--- config.mk ---
export PLATFORM = sky130hd
export DESIGN_NAME = flash_xip_top
export DESIGN_NICKNAME = d
export VERILOG_FILES = /design/src/flash_pkg.sv /design/src/flash_xip_top.sv /design/src/dbus_flash_bridge.sv /design/src/fetch_arbiter.sv /design/src/spi_flash_reader.sv
export SDC_FILE = /design/constraint.sdc
export NUM_CORES = 1
export LEC_CHECK = 0
export ABC_AREA = 1
export ABC_CLOCK_PERIOD_IN_PS = 4600
export BUFFER_PORTS_ARGS = -buffer_cell sky130_fd_sc_hd__buf_4
export CORE_UTILIZATION = 30
export CTS_CLUSTER_DIAMETER = 150
export DETAILED_ROUTE_END_ITERATION = 10
export GPL_ROUTABILITY_DRIVEN = 0
export SLEW_MARGIN = 5
export SYNTH_ARGS = -nofsm -noshare
export SYNTH_HDL_FRONTEND = slang
export SYNTH_SLANG_ARGS = --single-unit
--- constraint.sdc ---
create_clock -name ck -period 4.6 [get_ports ck]
set_clock_uncertainty 0.2 [all_clocks]
set_input_delay 0.23 -clock ck [delete_from_list [all_inputs] [get_ports ck]]
set_output_delay 0.23 -clock ck [all_outputs]
set_load 0.005 [all_outputs]
--- src/flash_pkg.sv ---
/*
 * Shared constants and state types for the flash XIP fetch path.
 * Sizes follow the 03h read command format and are not meant to be changed.
 */

package flash_pkg;

    // Flash byte address carried in the read command
    localparam int FLASH_ADDR_BITS = 24;

    // Standard single-lane read opcode
    localparam logic [7:0] FLASH_READ_CMD = 8'h03;

    // Data-bus address byte [31:24] that selects the flash window
    localparam logic [7:0] DBUS_WIN_TAG = 8'h40;

    // Command, address and one data word, in sck periods
    localparam int XFER_BITS = 8 + FLASH_ADDR_BITS + 32;

    typedef enum logic [1:0] {
        st_idle,
        st_shift_out,
        st_shift_in,
        st_done
    } reader_state_e;

    typedef enum logic [1:0] {
        own_none,
        own_ibus,
        own_dbus
    } arb_owner_e;

endpackage
--- src/flash_xip_top.sv ---
/*
 * Flash XIP fetch subsystem: ibus and a dbus window share one SPI reader.
 * Single-lane reads only, IO2/IO3 must be tied high on the board.
 */
`timescale 1ns/10ps

module flash_xip_top (
    input  logic        ck,
    input  logic        reset_loop,
    input  logic [31:0] ibus_adr,
    input  logic        ibus_cyc,
    output logic        ibus_ack,
    output logic [31:0] ibus_rdt,
    input  logic [31:0] dbus_adr,
    input  logic        dbus_we,
    input  logic        dbus_cyc,
    output logic        dbus_ack,
    output logic [31:0] dbus_rdt,
    output logic        spi_cs,
    output logic        spi_sck,
    output logic        spi_mosi,
    input  logic        spi_miso
);

    // Bridge to arbiter side b
    logic        br_cyc;
    logic [31:0] br_adr;
    logic        br_ack;
    logic [31:0] br_rdt;

    // Arbiter to reader
    logic        rd_cyc;
    logic [31:0] rd_adr;
    logic        rd_ack;
    logic [31:0] rd_rdt;

    dbus_flash_bridge u_bridge (
        .ck         (ck),
        .reset_loop (reset_loop),
        .dbus_adr   (dbus_adr),
        .dbus_we    (dbus_we),
        .dbus_cyc   (dbus_cyc),
        .dbus_ack   (dbus_ack),
        .dbus_rdt   (dbus_rdt),
        .br_cyc     (br_cyc),
        .br_adr     (br_adr),
        .br_ack     (br_ack),
        .br_rdt     (br_rdt)
    );

    fetch_arbiter u_arb (
        .ck         (ck),
        .reset_loop (reset_loop),
        .a_cyc      (ibus_cyc),
        .a_adr      (ibus_adr),
        .a_ack      (ibus_ack),
        .a_rdt      (ibus_rdt),
        .b_cyc      (br_cyc),
        .b_adr      (br_adr),
        .b_ack      (br_ack),
        .b_rdt      (br_rdt),
        .x_cyc      (rd_cyc),
        .x_adr      (rd_adr),
        .x_ack      (rd_ack),
        .x_rdt      (rd_rdt)
    );

    spi_flash_reader u_reader (
        .ck         (ck),
        .reset_loop (reset_loop),
        .rd_adr     (rd_adr),
        .rd_cyc     (rd_cyc),
        .rd_ack     (rd_ack),
        .rd_rdt     (rd_rdt),
        .spi_cs     (spi_cs),
        .spi_sck    (spi_sck),
        .spi_mosi   (spi_mosi),
        .spi_miso   (spi_miso)
    );

endmodule

--- src/dbus_flash_bridge.sv ---
/*
 * Maps the data-bus window 40xx_xxxx onto flash byte addresses.
 * Writes into the window are acked and dropped, flash is read only.
 * Addresses outside the window are left for the other slaves.
 */
`timescale 1ns/10ps

module dbus_flash_bridge (
    input  logic        ck,
    input  logic        reset_loop,
    input  logic [31:0] dbus_adr,
    input  logic        dbus_we,
    input  logic        dbus_cyc,
    output logic        dbus_ack,
    output logic [31:0] dbus_rdt,
    output logic        br_cyc,
    output logic [31:0] br_adr,
    input  logic        br_ack,
    input  logic [31:0] br_rdt
);

    logic in_win;
    logic wr_ack;

    assign in_win = (dbus_adr[31:24] == flash_pkg::DBUS_WIN_TAG);

    // Reads go straight through to the arbiter
    assign br_cyc = dbus_cyc && in_win && !dbus_we;

    // Low bits become the flash byte address
    assign br_adr = {{(32 - flash_pkg::FLASH_ADDR_BITS){1'b0}},
                     dbus_adr[flash_pkg::FLASH_ADDR_BITS-1:0]};

    // Write ack, not repeated in the cycle where cyc is still up
    always_ff @(posedge ck) begin
        if (reset_loop) begin
            wr_ack <= 1'b0;
        end else begin
            wr_ack <= dbus_cyc && in_win && dbus_we && !wr_ack;
        end
    end

    assign dbus_ack = br_ack | wr_ack;

    // br_rdt is zero during a write ack
    assign dbus_rdt = br_rdt;

endmodule

--- src/fetch_arbiter.sv ---
/*
 * Two-master arbiter in front of the flash reader.
 * Side a (ibus) wins when both ask in the same cycle.
 * Grant is held until x_ack, masters must keep cyc high until then.
 */
`timescale 1ns/10ps

module fetch_arbiter (
    input  logic        ck,
    input  logic        reset_loop,
    input  logic        a_cyc,
    input  logic [31:0] a_adr,
    output logic        a_ack,
    output logic [31:0] a_rdt,
    input  logic        b_cyc,
    input  logic [31:0] b_adr,
    output logic        b_ack,
    output logic [31:0] b_rdt,
    output logic        x_cyc,
    output logic [31:0] x_adr,
    input  logic        x_ack,
    input  logic [31:0] x_rdt
);

    flash_pkg::arb_owner_e owner;
    flash_pkg::arb_owner_e sel;

    // Pick a new owner combinationally so no cycle is lost
    always_comb begin
        sel = owner;
        if (owner == flash_pkg::own_none) begin
            if (a_cyc) begin
                sel = flash_pkg::own_ibus;
            end else if (b_cyc) begin
                sel = flash_pkg::own_dbus;
            end
        end
    end

    assign x_cyc = (sel == flash_pkg::own_ibus) ? a_cyc :
                   (sel == flash_pkg::own_dbus) ? b_cyc : 1'b0;
    assign x_adr = (sel == flash_pkg::own_dbus) ? b_adr : a_adr;

    // Ack and data only to the owner
    assign a_ack = x_ack && (owner == flash_pkg::own_ibus);
    assign b_ack = x_ack && (owner == flash_pkg::own_dbus);
    assign a_rdt = a_ack ? x_rdt : 32'h0;
    assign b_rdt = b_ack ? x_rdt : 32'h0;

    always_ff @(posedge ck) begin
        if (reset_loop || x_ack) begin
            owner <= flash_pkg::own_none;
        end else if (owner == flash_pkg::own_none) begin
            owner <= sel;
        end
    end

    // Reader never answers a request that has gone away
    a_ack_in_cyc : assert property (@(posedge ck) disable iff (reset_loop)
        x_ack |-> x_cyc);

endmodule

--- src/spi_flash_reader.sv ---
/*
 * SPI mode-0 reader that runs one 03h read per bus request with sck at ck/2.
 * Reads whole words only and ignores bits 1:0 and 31:24 of rd_adr.
 * Latency is 130 cycles from the edge that accepts rd_cyc to rd_ack.
 */
`timescale 1ns/10ps

module spi_flash_reader (
    input  logic        ck,
    input  logic        reset_loop,
    input  logic [31:0] rd_adr,
    input  logic        rd_cyc,
    output logic        rd_ack,
    output logic [31:0] rd_rdt,
    output logic        spi_cs,
    output logic        spi_sck,
    output logic        spi_mosi,
    input  logic        spi_miso
);

    flash_pkg::reader_state_e state;

    // Two ck cycles per sck period over the whole transaction
    logic [$clog2(2 * flash_pkg::XFER_BITS)-1:0] cnt;

    // Command and address going out, then the data word coming in
    logic [31:0] shreg;
    logic [31:0] word_le;

    logic last_out;
    logic last_in;

    // Last ck cycle of the command/address phase and of the data phase
    assign last_out = (cnt == ($bits(cnt))'(2 * (8 + flash_pkg::FLASH_ADDR_BITS) - 1));
    assign last_in  = (cnt == ($bits(cnt))'(2 * flash_pkg::XFER_BITS - 1));

    // First byte received is the lowest address
    assign word_le = {shreg[7:0], shreg[15:8], shreg[23:16], shreg[31:24]};

    // shreg holds its value through the ack cycle
    assign rd_rdt = rd_ack ? word_le : 32'h0;

    // MSB leads and changes together with the falling sck edge
    assign spi_mosi = (state == flash_pkg::st_shift_out) ? shreg[31] : 1'b0;

    always_ff @(posedge ck) begin
        if (reset_loop) begin
            state   <= flash_pkg::st_idle;
            spi_cs  <= 1'b1;
            spi_sck <= 1'b0;
            rd_ack  <= 1'b0;
            cnt     <= '0;
        end else begin
            rd_ack <= 1'b0;
            case (state)
                flash_pkg::st_idle: begin
                    // Master still holds cyc during its ack cycle
                    if (rd_cyc && !rd_ack) begin
                        state  <= flash_pkg::st_shift_out;
                        spi_cs <= 1'b0;
                        cnt    <= '0;
                    end
                end
                flash_pkg::st_shift_out: begin
                    spi_sck <= ~cnt[0];
                    cnt     <= cnt + ($bits(cnt))'(1);
                    if (last_out) begin
                        state <= flash_pkg::st_shift_in;
                    end
                end
                flash_pkg::st_shift_in: begin
                    spi_sck <= ~cnt[0];
                    cnt     <= cnt + ($bits(cnt))'(1);
                    if (last_in) begin
                        state  <= flash_pkg::st_done;
                        spi_cs <= 1'b1;
                    end
                end
                default: begin
                    state  <= flash_pkg::st_idle;
                    rd_ack <= 1'b1;
                end
            endcase
        end
    end

    // Loads command and address, shifts them out and the data word in
    always_ff @(posedge ck) begin
        if (state == flash_pkg::st_idle) begin
            if (rd_cyc && !rd_ack) begin
                shreg <= {flash_pkg::FLASH_READ_CMD,
                          rd_adr[flash_pkg::FLASH_ADDR_BITS-1:2], 2'b00};
            end
        end else if (state == flash_pkg::st_shift_out) begin
            // Next bit goes out as sck falls
            if (cnt[0]) begin
                shreg <= {shreg[30:0], 1'b0};
            end
        end else if (state == flash_pkg::st_shift_in) begin
            // sck is still high here and miso only changes on the fall
            if (cnt[0]) begin
                shreg <= {shreg[30:0], spi_miso};
            end
        end
    end

    // Ack comes only after the chip select has been released
    a_ack_cs_high : assert property (@(posedge ck) disable iff (reset_loop)
        !spi_cs |-> !rd_ack);

    // Mode 0 idle level holds outside a transaction
    a_sck_idle_low : assert property (@(posedge ck) disable iff (reset_loop)
        spi_cs |-> !spi_sck);

endmodule

==> flow_metrics.env, run 1 <==
export IMPL_status="finished, violations left"
export IMPL_violations="DRC"
export IMPL_cpMostUsedCell="inv_1"
export IMPL_drc=9
export IMPL_async_reset_ff_frac=0
export IMPL_ios=139
export IMPL_detail_route_antenna_nets=0
export IMPL_netlist_cell_type_count=29
export IMPL_grt_pass1_vias=2594
export IMPL_cp_top_family="compound AO/OA/AOI/OAI gates"
export IMPL_period_share=0.664
export IMPL_setup_tns_ns=0
export IMPL_hold_slack_ns=0.00522
export IMPL_syn_to_final_growth_pct=39.2
export IMPL_fin_crit_ns=3.05
export IMPL_ys_ff_latch=47
export IMPL_fp_coreArea_mm2=0.00881
export IMPL_regArea_mm2=0.00126
export IMPL_p_per_area_mw_per_mm2=448
export IMPL_start_util=0.314
export IMPL_crit_path_start_kind="register"
export IMPL_io_buffers=126
export IMPL_htreeDepth=2
export IMPL_dieArea_mm2=0.00961
export IMPL_drive_above_1_share=0.323
export IMPL_ir_worst_vdd_v=0.000234
export IMPL_track_usage=0.165
export IMPL_slew_headroom=0.319
export IMPL_nFillCells=896
export IMPL_worst_slew_pin_slew_ns=1.02
export IMPL_yosysWarnings=0
export IMPL_clock_latency_ns=0.30
export IMPL_slowest_stage="a21oi_4"
export IMPL_cts_path_max_buffers=2
export IMPL_cp_required_ns=4.31
export IMPL_dr_first_iter_drc_count=123
export IMPL_final_hold_viol_count=0
export IMPL_synthFlopType="edfxtp_1"
export IMPL_routedWlPerCell_um=13.5
export IMPL_multiInputGateArea_mm2=0.00120
export IMPL_ctsHoldBuffers=0
export IMPL_grt_overflow=0
export IMPL_p_leak_nw=1.83
export IMPL_hpwl_um=5720
export IMPL_cp_max_fo=54
export IMPL_synth_edf_count=32
export IMPL_hold_path_class="input pin to register"
export IMPL_cp_end_kind="register"
export IMPL_max_cap_viol_count=0
export IMPL_cts_setup_buffers=0
export IMPL_critical_path_max_stage_delay_ns=0.88
export IMPL_crit_chain="inv_1 -> ha_2 -> inv_1 -> a21oi_4"
export IMPL_cts_tree="built"
export IMPL_path_class="register to register"
export IMPL_antennaDiodeCount=0
export IMPL_dr_pass1_iters=8
export IMPL_num_rows=34
export IMPL_path_clk_slew_ns=0.09
export IMPL_synth_nets=437
export IMPL_viasPerCell=4.65
export IMPL_grt_pass1_wl_um=12800
export IMPL_rsz0062_at_grt="false"
export IMPL_num_vias=2722
export IMPL_cts_root_buf="clkbuf_8"
export IMPL_syn_inst=362
export IMPL_drv_slew=0
export IMPL_layout_nets=551
export IMPL_numCtsBuffers=5
export IMPL_grt_max_degree=55
export IMPL_fmax_ghz=0.327
export IMPL_antenna_found_initial=0
export IMPL_die_height_um=98.0
export IMPL_wl_um=7910
export IMPL_cts_sinks=47
export IMPL_synth_seq_area_share=0.456
export IMPL_setup_viol=0
export IMPL_cts_resized=0
export IMPL_cp_arrival_ns=2.76
export IMPL_critPathBufInv=2
export IMPL_syn_cell_area_mm2=0.00277
export IMPL_syn_avg_cell_area_um2=7.64
export IMPL_die_w_um=98.0
[layer usage]
layer	track usage	share of wire
met1	0.220	0.46
met2	0.277	0.48
met4	0.0396	0.011
met5	0	0
met3	0.0279	0.047
[report_power, final]
group / internal [mW] / switching (mW) / total (mW)
logic: 0.216 / 0.485 / 0.701
clock network: 0.108 / 0.140 / 0.248
registers: 0.719 / 0.0559 / 0.775
total: 1.04 / 0.681 / 1.72
[logic make-up (layout without fill, tap and decap cells)]
| kind of cell | count (synthesis) | in the layout | synth area share |
|---|---|---|---|
| AND/OR/NAND/NOR | 151 | 151 | 0.245 |
| AO/OA/AOI/OAI | 81 | 81 | 0.158 |
| buffers and inverters | 77 | 192 | 0.115 |
| flip-flops | 47 | 47 | 0.456 |
| adder cells (fa/ha/maj) | 5 | 5 | 0.0226 |
| XOR/XNOR | 1 | 1 | 0.00317 |
[cell usage after synthesis, types with 5 or more instances]
cell type | count | area share
edfxtp_1 | 32 | 0.35
dfxtp_1 | 15 | 0.11
nand2_1 | 31 | 0.042
nand3_1 | 16 | 0.029
a21oi_1 | 35 | 0.063
ha_1 | 5 | 0.023
o21ai_1 | 22 | 0.040
nor2_1 | 82 | 0.11
inv_1 | 55 | 0.075
nand2_2 | 6 | 0.014
o22ai_1 | 22 | 0.050
clkbuf_1 | 14 | 0.019
[stage by stage]
step	setup WS, ns	util	std cells	power, mW	instance area [um2]
detailed placement	1.53	0.427	577	1.49	3760
CTS	1.48	0.437	585	1.74	3850
global placement	1.58	0.427	577	1.48	3760
global route	1.25	0.437	585	1.87	3850
floorplan	1.42	-	362	1.28	2770
finish	1.55	0.437	585	1.72	3850
[cell type report]
type,count,share of cell area
clock buffer,6,0.0188
clock inverter,2,0.00357
inverter,57,0.0556
multi-input combinational,238,0.312
sequential,47,0.328
tap,108,0.0351
timing repair buffer,127,0.248
[cell usage in the layout, fill, tap and decap left out, types with 2 or more instances in the layout]
cell type  instances
nor2_4             2
nand3_1           16
nor3_1             3
dfxtp_1           15
a211oi_1           2
nor2_1            82
buf_4            127
nand2_1           31
ha_1               4
inv_1             55
o21ai_1           22
nor2_2             4
a21oi_1           34
edfxtp_1          32
nand2_2            6
clkbuf_8           5
o22ai_1           22
[path summary, 6_finish.rpt]
path	start	to	slack [ns]	cells past startpoint
max	u_reader.state[0]	u_reader.shreg[4]	1.55	4
min	reset_loop	u_reader.cnt[2]	0.005	2
max reg2reg	u_reader.state[0]	u_reader.shreg[4]	1.55	4
min reg2reg	u_reader.spi_cs	u_reader.spi_cs	0.27	2
[flip-flops by register name, summed over array words and instances (netlist names)]
signal,cells
u_arb.owner,2
u_bridge.wr_ack,1
u_reader.cnt,7
u_reader.rd_ack,1
u_reader.shreg,32
u_reader.spi_cs,1
u_reader.spi_sck,1
u_reader.state,2
Note: power is estimated with default switching activity, not from simulation.
==> inputs of run 2 (changes only) <==
ABC_CLOCK_PERIOD_IN_PS = 2800   (was 4600)
clock period = 2.8 ns   (was 4.6 ns; I/O delays follow)
==> run 2 against run 1 <==
Effect of this change:
- the run still ends with DRC left
- critical path type is now input pin to register
- sequential share of layout area fell by 2.8 points
- routed wire length is 7.0% higher
- total power rose by 75%
- global-route usage increased by 1.1 points
- sequential power up 64%
- first-iteration DRC count up 17%
- final cell count grew 6.2%
- sequential cell count stayed put
- largest cell class is now buffers
- critical endpoint is now u_reader.shreg[6]
==> flow_metrics.env, run 2 (synthesis gave the netlist of run 1 again) <==
export IMPL_largest_reg_flops=32
export IMPL_path_class="input pin to register"
export IMPL_detail_route_antenna_nets=0
export IMPL_fp_coreArea_mm2=0.00881
export IMPL_p_per_area_mw_per_mm2=718
export IMPL_die_height_um=98.0
export IMPL_period_share=0.897
export IMPL_cts_setup_buffers=0
export IMPL_path_clk_slew_ns=0.08
export IMPL_max_cap_viol_count=0
export IMPL_cts_root_buf="clkbuf_8"
export IMPL_grt_overflow=0
export IMPL_start_util=0.314
export IMPL_cp_max_fo=24
export IMPL_cts_tree="built"
export IMPL_pre_cts_ws_ns=0.740
export IMPL_htreeDepth=2
export IMPL_setup_tns_ns=0
export IMPL_cp_arrival_ns=2.36
export IMPL_syn_to_final_growth_pct=52.1
export IMPL_grt_pass1_wl_um=13500
export IMPL_io_buffers=126
export IMPL_drc=10
export IMPL_ir_worst_vdd_v=0.000300
export IMPL_routedWlPerCell_um=13.6
export IMPL_slew_headroom=0.607
export IMPL_numCtsBuffers=5
export IMPL_worst_slew_pin_slew_ns=0.589
export IMPL_final_hold_viol_count=0
export IMPL_fin_crit_ns=2.51
export IMPL_regArea_mm2=0.00126
export IMPL_track_usage=0.176
export IMPL_cts_path_max_buffers=2
export IMPL_clock_latency_ns=0.30
export IMPL_hold_slack_ns=0.00219
export IMPL_antennaDiodeCount=0
export IMPL_setup_viol=0
export IMPL_hpwl_um=5870
export IMPL_p_leak_nw=1.98
export IMPL_utilization=0.478
export IMPL_wl_um=8460
export IMPL_multiInputGateArea_mm2=0.00121
export IMPL_regMostFlops="u_reader.shreg"
export IMPL_dieArea_mm2=0.00961
export IMPL_rsz0062_at_grt="false"
export IMPL_die_w_um=98.0
export IMPL_layout_nets=587
export IMPL_ios=139
export IMPL_cp_end_kind="register"
export IMPL_place_inst=582
export IMPL_fin_area_mm2=0.00421
export IMPL_nFillCells=888
export IMPL_layout_commonest_cell="buf_4"
export IMPL_crit_path_start_kind="input pin"
export IMPL_fmax_ghz=0.398
export IMPL_status="finished, violations left"
export IMPL_total_power_mw=3.02
export IMPL_dr_pass1_iters=8
export IMPL_num_vias=2918
export IMPL_violations="DRC"
export IMPL_num_rows=34
export IMPL_grt_max_degree=47
export IMPL_place_area_mm2=0.00380
export IMPL_fin_ws_ns=0.290
export IMPL_dr_first_iter_drc_count=144
export IMPL_viasPerCell=4.70
export IMPL_antenna_found_initial=0
export IMPL_hold_path_class="input pin to register"
export IMPL_largestRegisters="u_reader.shreg: 32 flops, u_reader.cnt: 7 flops"
export IMPL_drv_slew=0
export IMPL_cp_required_ns=2.65
export IMPL_cts_sinks=47
export IMPL_layout_common_cells="132 x buf_4, 82 x nor2_1, 55 x inv_1, 34 x a21oi_1, 32 x edfxtp_1"
export IMPL_drive_above_1_share=0.308
export IMPL_instances_no_fill=621
export IMPL_grt_pass1_vias=2737
-- run 2: changes by cell type in the layout (fill, tap and decap cells not counted) --
cell / before / now
dlygate4sd3_1: 0 / 31
buf_4: 127 / 132
clkbuf_1: 1 / 3
clkinv_2: 1 / 0
clkinv_4: 1 / 0
nand2_2: 6 / 5
nand2_4: 1 / 2
nor2_2: 4 / 3
nor2_4: 2 / 3
nor3_1: 3 / 2
nor3_2: 1 / 2
-- run 2: critical path: stages --
cell	delay, ns
dlygate4sd3_1	0.52
buf_4	0.11
nor2_4	0.03
nand2_2	0.07
nor2_4	0.04
nand4_4	0.05
buf_4	0.29
nand2_4	0.24
o21ai_1	0.19
o22ai_1	0.08
dlygate4sd3_1	0.57
-- run 2: where the power goes --
part	leakage, nW	switching (mW)	internal [mW]	total (mW)
Sequential	0.437	0.0917	1.17	1.27
Combinational	1.51	0.844	0.509	1.35
Clock	0.0395	0.225	0.178	0.403
-- run 2: worst paths after layout --
path	from	end	slack [ns]	depth (start not counted)
min reg2reg	u_reader.spi_cs	u_reader.spi_cs	0.27	2
max	dbus_adr[28]	u_reader.shreg[6]	0.29	11
min	dbus_adr[18]	u_reader.shreg[18]	0.002	3
max reg2reg	u_reader.state[0]	u_reader.shreg[6]	0.42	5
-- run 2: routing by layer --
| metal | GRT usage | vias up | part of all wire |
|---|---|---|---|
| li1 | - | 1478 | - |
| met3 | 0.0286 | 11 | 0.049 |
| met1 | 0.230 | 1348 | 0.44 |
| met4 | 0.0629 | 0 | 0.015 |
| met2 | 0.293 | 81 | 0.50 |
| met5 | 0 | - | 0 |
-- run 2: what timing repair did --
action / in CTS / in global routing
hold buffers: 31 / 1
hold endpoints to repair: 25 / 1
endpoints found under the setup margin: 0 / 3
resized for setup: 0 / 3
-- run 2: area by class of cell --
| cell class | count | area share |
|---|---|---|
| multi-input combinational | 238 | 0.289 |
| tap | 108 | 0.0321 |
| timing repair buffer | 163 | 0.309 |
| inverter | 57 | 0.0509 |
| clock buffer | 8 | 0.0190 |
| sequential | 47 | 0.300 |
==> inputs of run 3 (changes only) <==
REMOVE_ABC_BUFFERS = 1   (was unset)
==> run 3 against run 2 <==
Effect of this change:
- the run still ends with DRC left
- clock power up 28%
- core utilization up 0.28 points
- non-clock buffer count down 3
- combinational power about the same
- worst hold slack worse by 0.0017 ns
- critical path depth down 3
- final cell count down 0.48%
- sequential cell count unchanged
- sequential share of layout area down 0.18 points
- count of clock-buffer cells in the layout down 2
- global-route usage down 1.0 points
- critical path type unchanged
- largest power group unchanged
==> flow_metrics.env, run 3 (synthesis gave the netlist of run 1 again) <==
export IMPL_path_clk_slew_ns=0.09
export IMPL_path_class="input pin to register"
export IMPL_pwr_share_seq=0.408
export IMPL_p_per_area_mw_per_mm2=733
export IMPL_status="finished, violations left"
export IMPL_utilization=0.481
export IMPL_cts_path_max_buffers=2
export IMPL_period_share=0.964
export IMPL_final_hold_viol_count=0
export IMPL_cts_sinks=47
export IMPL_dr_first_iter_drc_count=150
export IMPL_antennaDiodeCount=0
export IMPL_crit_chain="dlygate4sd3_1 -> buf_4 -> nor2_1 -> dlygate4sd3_1 -> nand4_1 -> dlygate4sd3_1 -> nor3_2 -> dlygate4sd3_1"
export IMPL_wl_um=8090
export IMPL_worst_slew_pin_slew_ns=0.611
export IMPL_max_cap_viol_count=0
export IMPL_fmax_ghz=0.370
export IMPL_slowest_stage="dlygate4sd3_1"
export IMPL_dieArea_mm2=0.00961
export IMPL_routedWlPerCell_um=13.1
export IMPL_rsz0062_at_grt="false"
export IMPL_track_usage=0.166
export IMPL_grt_overflow=0
export IMPL_layout_nets=584
export IMPL_regMostFlops="u_reader.shreg"
export IMPL_layout_common_cells="129 x buf_4, 82 x nor2_1, 55 x inv_1, 34 x a21oi_1, 32 x edfxtp_1"
export IMPL_ir_worst_vdd_v=0.000357
export IMPL_critPathBufInv=5
export IMPL_cts_root_buf="clkbuf_8"
export IMPL_cpMostUsedCell="dlygate4sd3_1"
export IMPL_drc=10
export IMPL_fin_crit_ns=2.70
export IMPL_critical_path_max_stage_delay_ns=0.57
export IMPL_cts_setup_buffers=0
export IMPL_setup_viol=0
export IMPL_numCtsBuffers=5
export IMPL_cp_end_kind="register"
export IMPL_cp_top_family="buffers and inverters"
export IMPL_largest_reg_flops=32
export IMPL_cp_required_ns=2.85
export IMPL_ios=139
export IMPL_grt_pass1_wl_um=12900
export IMPL_nFillCells=878
export IMPL_clockPowerShare=0.166
export IMPL_grt_pass1_vias=2674
export IMPL_grt_max_degree=53
export IMPL_fp_coreArea_mm2=0.00881
export IMPL_drive_above_1_share=0.314
export IMPL_internal_power_mw=1.95
export IMPL_antenna_found_initial=0
export IMPL_start_util=0.314
export IMPL_die_height_um=98.0
export IMPL_die_w_um=98.0
export IMPL_drv_slew=0
export IMPL_cp_max_fo=2
export IMPL_slew_headroom=0.591
export IMPL_swShare=0.371
export IMPL_hold_path_class="input pin to register"
export IMPL_num_rows=34
export IMPL_num_vias=2935
export IMPL_hpwl_um=5710
export IMPL_crit_path_start_kind="input pin"
export IMPL_largestRegisters="u_reader.shreg: 32 flops, u_reader.cnt: 7 flops"
export IMPL_detail_route_antenna_nets=0
export IMPL_cts_tree="built"
export IMPL_violations="DRC"
export IMPL_cp_arrival_ns=2.75
export IMPL_layout_commonest_cell="buf_4"
export IMPL_syn_to_final_growth_pct=53.0
export IMPL_io_buffers=126
export IMPL_total_power_mw=3.10
export IMPL_comb_power_share=0.425
export IMPL_htreeDepth=2
export IMPL_dr_pass1_iters=9
export IMPL_clock_latency_ns=0.30
export IMPL_viasPerCell=4.75
export IMPL_p_leak_nw=2.00
export IMPL_switching_power_mw=1.15
run 3: cell types whose count changed in the layout (fill, tap and decap cells not counted), sizes merged:
cell         previous run  this run
clkinv                  1         2
dlygate4sd3            31        29
bufinv                  0         1
buf                   132       131
clkbuf                  8         6
run 3: stage by stage:
step                setup TNS (ns)  hold WS [ns]  cells  cell area [um2]  setup WS (ns)
global route                     0       0.00639    618             4230         0.0162
global placement                 0         0.219    581             3820          0.599
detailed placement               0         0.219    581             3820          0.578
CTS                              0      0.000188    617             4220          0.133
finish                           0      0.000468    618             4230          0.100
floorplan                   -36.02       0.00907    342             2660          -1.13
run 3: power by group through the flow:
| stage | registers (mW) | clock network [mW] | logic, mW |
|---|---|---|---|
| after CTS | 1.27 | 0.532 | 1.33 |
| after floorplan | 1.28 | 0 | 0.781 |
| after global routing | 1.30 | 0.550 | 1.49 |
| final | 1.27 | 0.516 | 1.32 |
| after global placement | 1.28 | 0 | 1.20 |
| after detailed placement | 1.28 | 0 | 1.22 |
run 3: routing by layer:
layer  track usage  part of all wire  up-vias
li1              -                 -     1474
met1         0.215              0.42     1349
met2         0.283              0.50      100
met3        0.0286             0.067       12
met4        0.0478             0.011        0
met5             0                 0        -
run 3: final timing paths:
path / start / endpoint / slack (ns) / cells after the start
setup / recovery: dbus_adr[25] / u_bridge.wr_ack / 0.10 / 8
hold / removal: dbus_adr[8] / u_reader.shreg[8] / 0.0005 / 3
setup reg to reg: u_arb.owner[0] / u_reader.shreg[20] / 0.28 / 7
hold reg to reg: u_reader.spi_sck / u_reader.spi_sck / 0.28 / 2
run 3: worst register-to-register path, cell delays in order (launching register included):
cell and delay (ns):
dfxtp_1 0.38, inv_1 0.10, nand2_1 0.07, buf_4 0.27
nand2_2 0.35, o21ai_1 0.25, o22ai_1 0.08, dlygate4sd3_1 0.58
run 3: timing repair:
action	4_1_cts	5_1_grt
hold endpoints to repair	28	1
endpoints found under the setup margin	0	1
resized for setup	0	1
hold buffers	28	1
run 3: layout make-up:
type,count,area (um2),area share
Sequential cell,47,1260,0.298
Multi-Input combinational cell,238,1200,0.285
Tap cell,108,135,0.0319
Clock inverter,2,35.0,0.00828
Timing Repair Buffer,160,1300,0.307
Clock buffer,6,82.6,0.0195
Inverter,57,214,0.0506
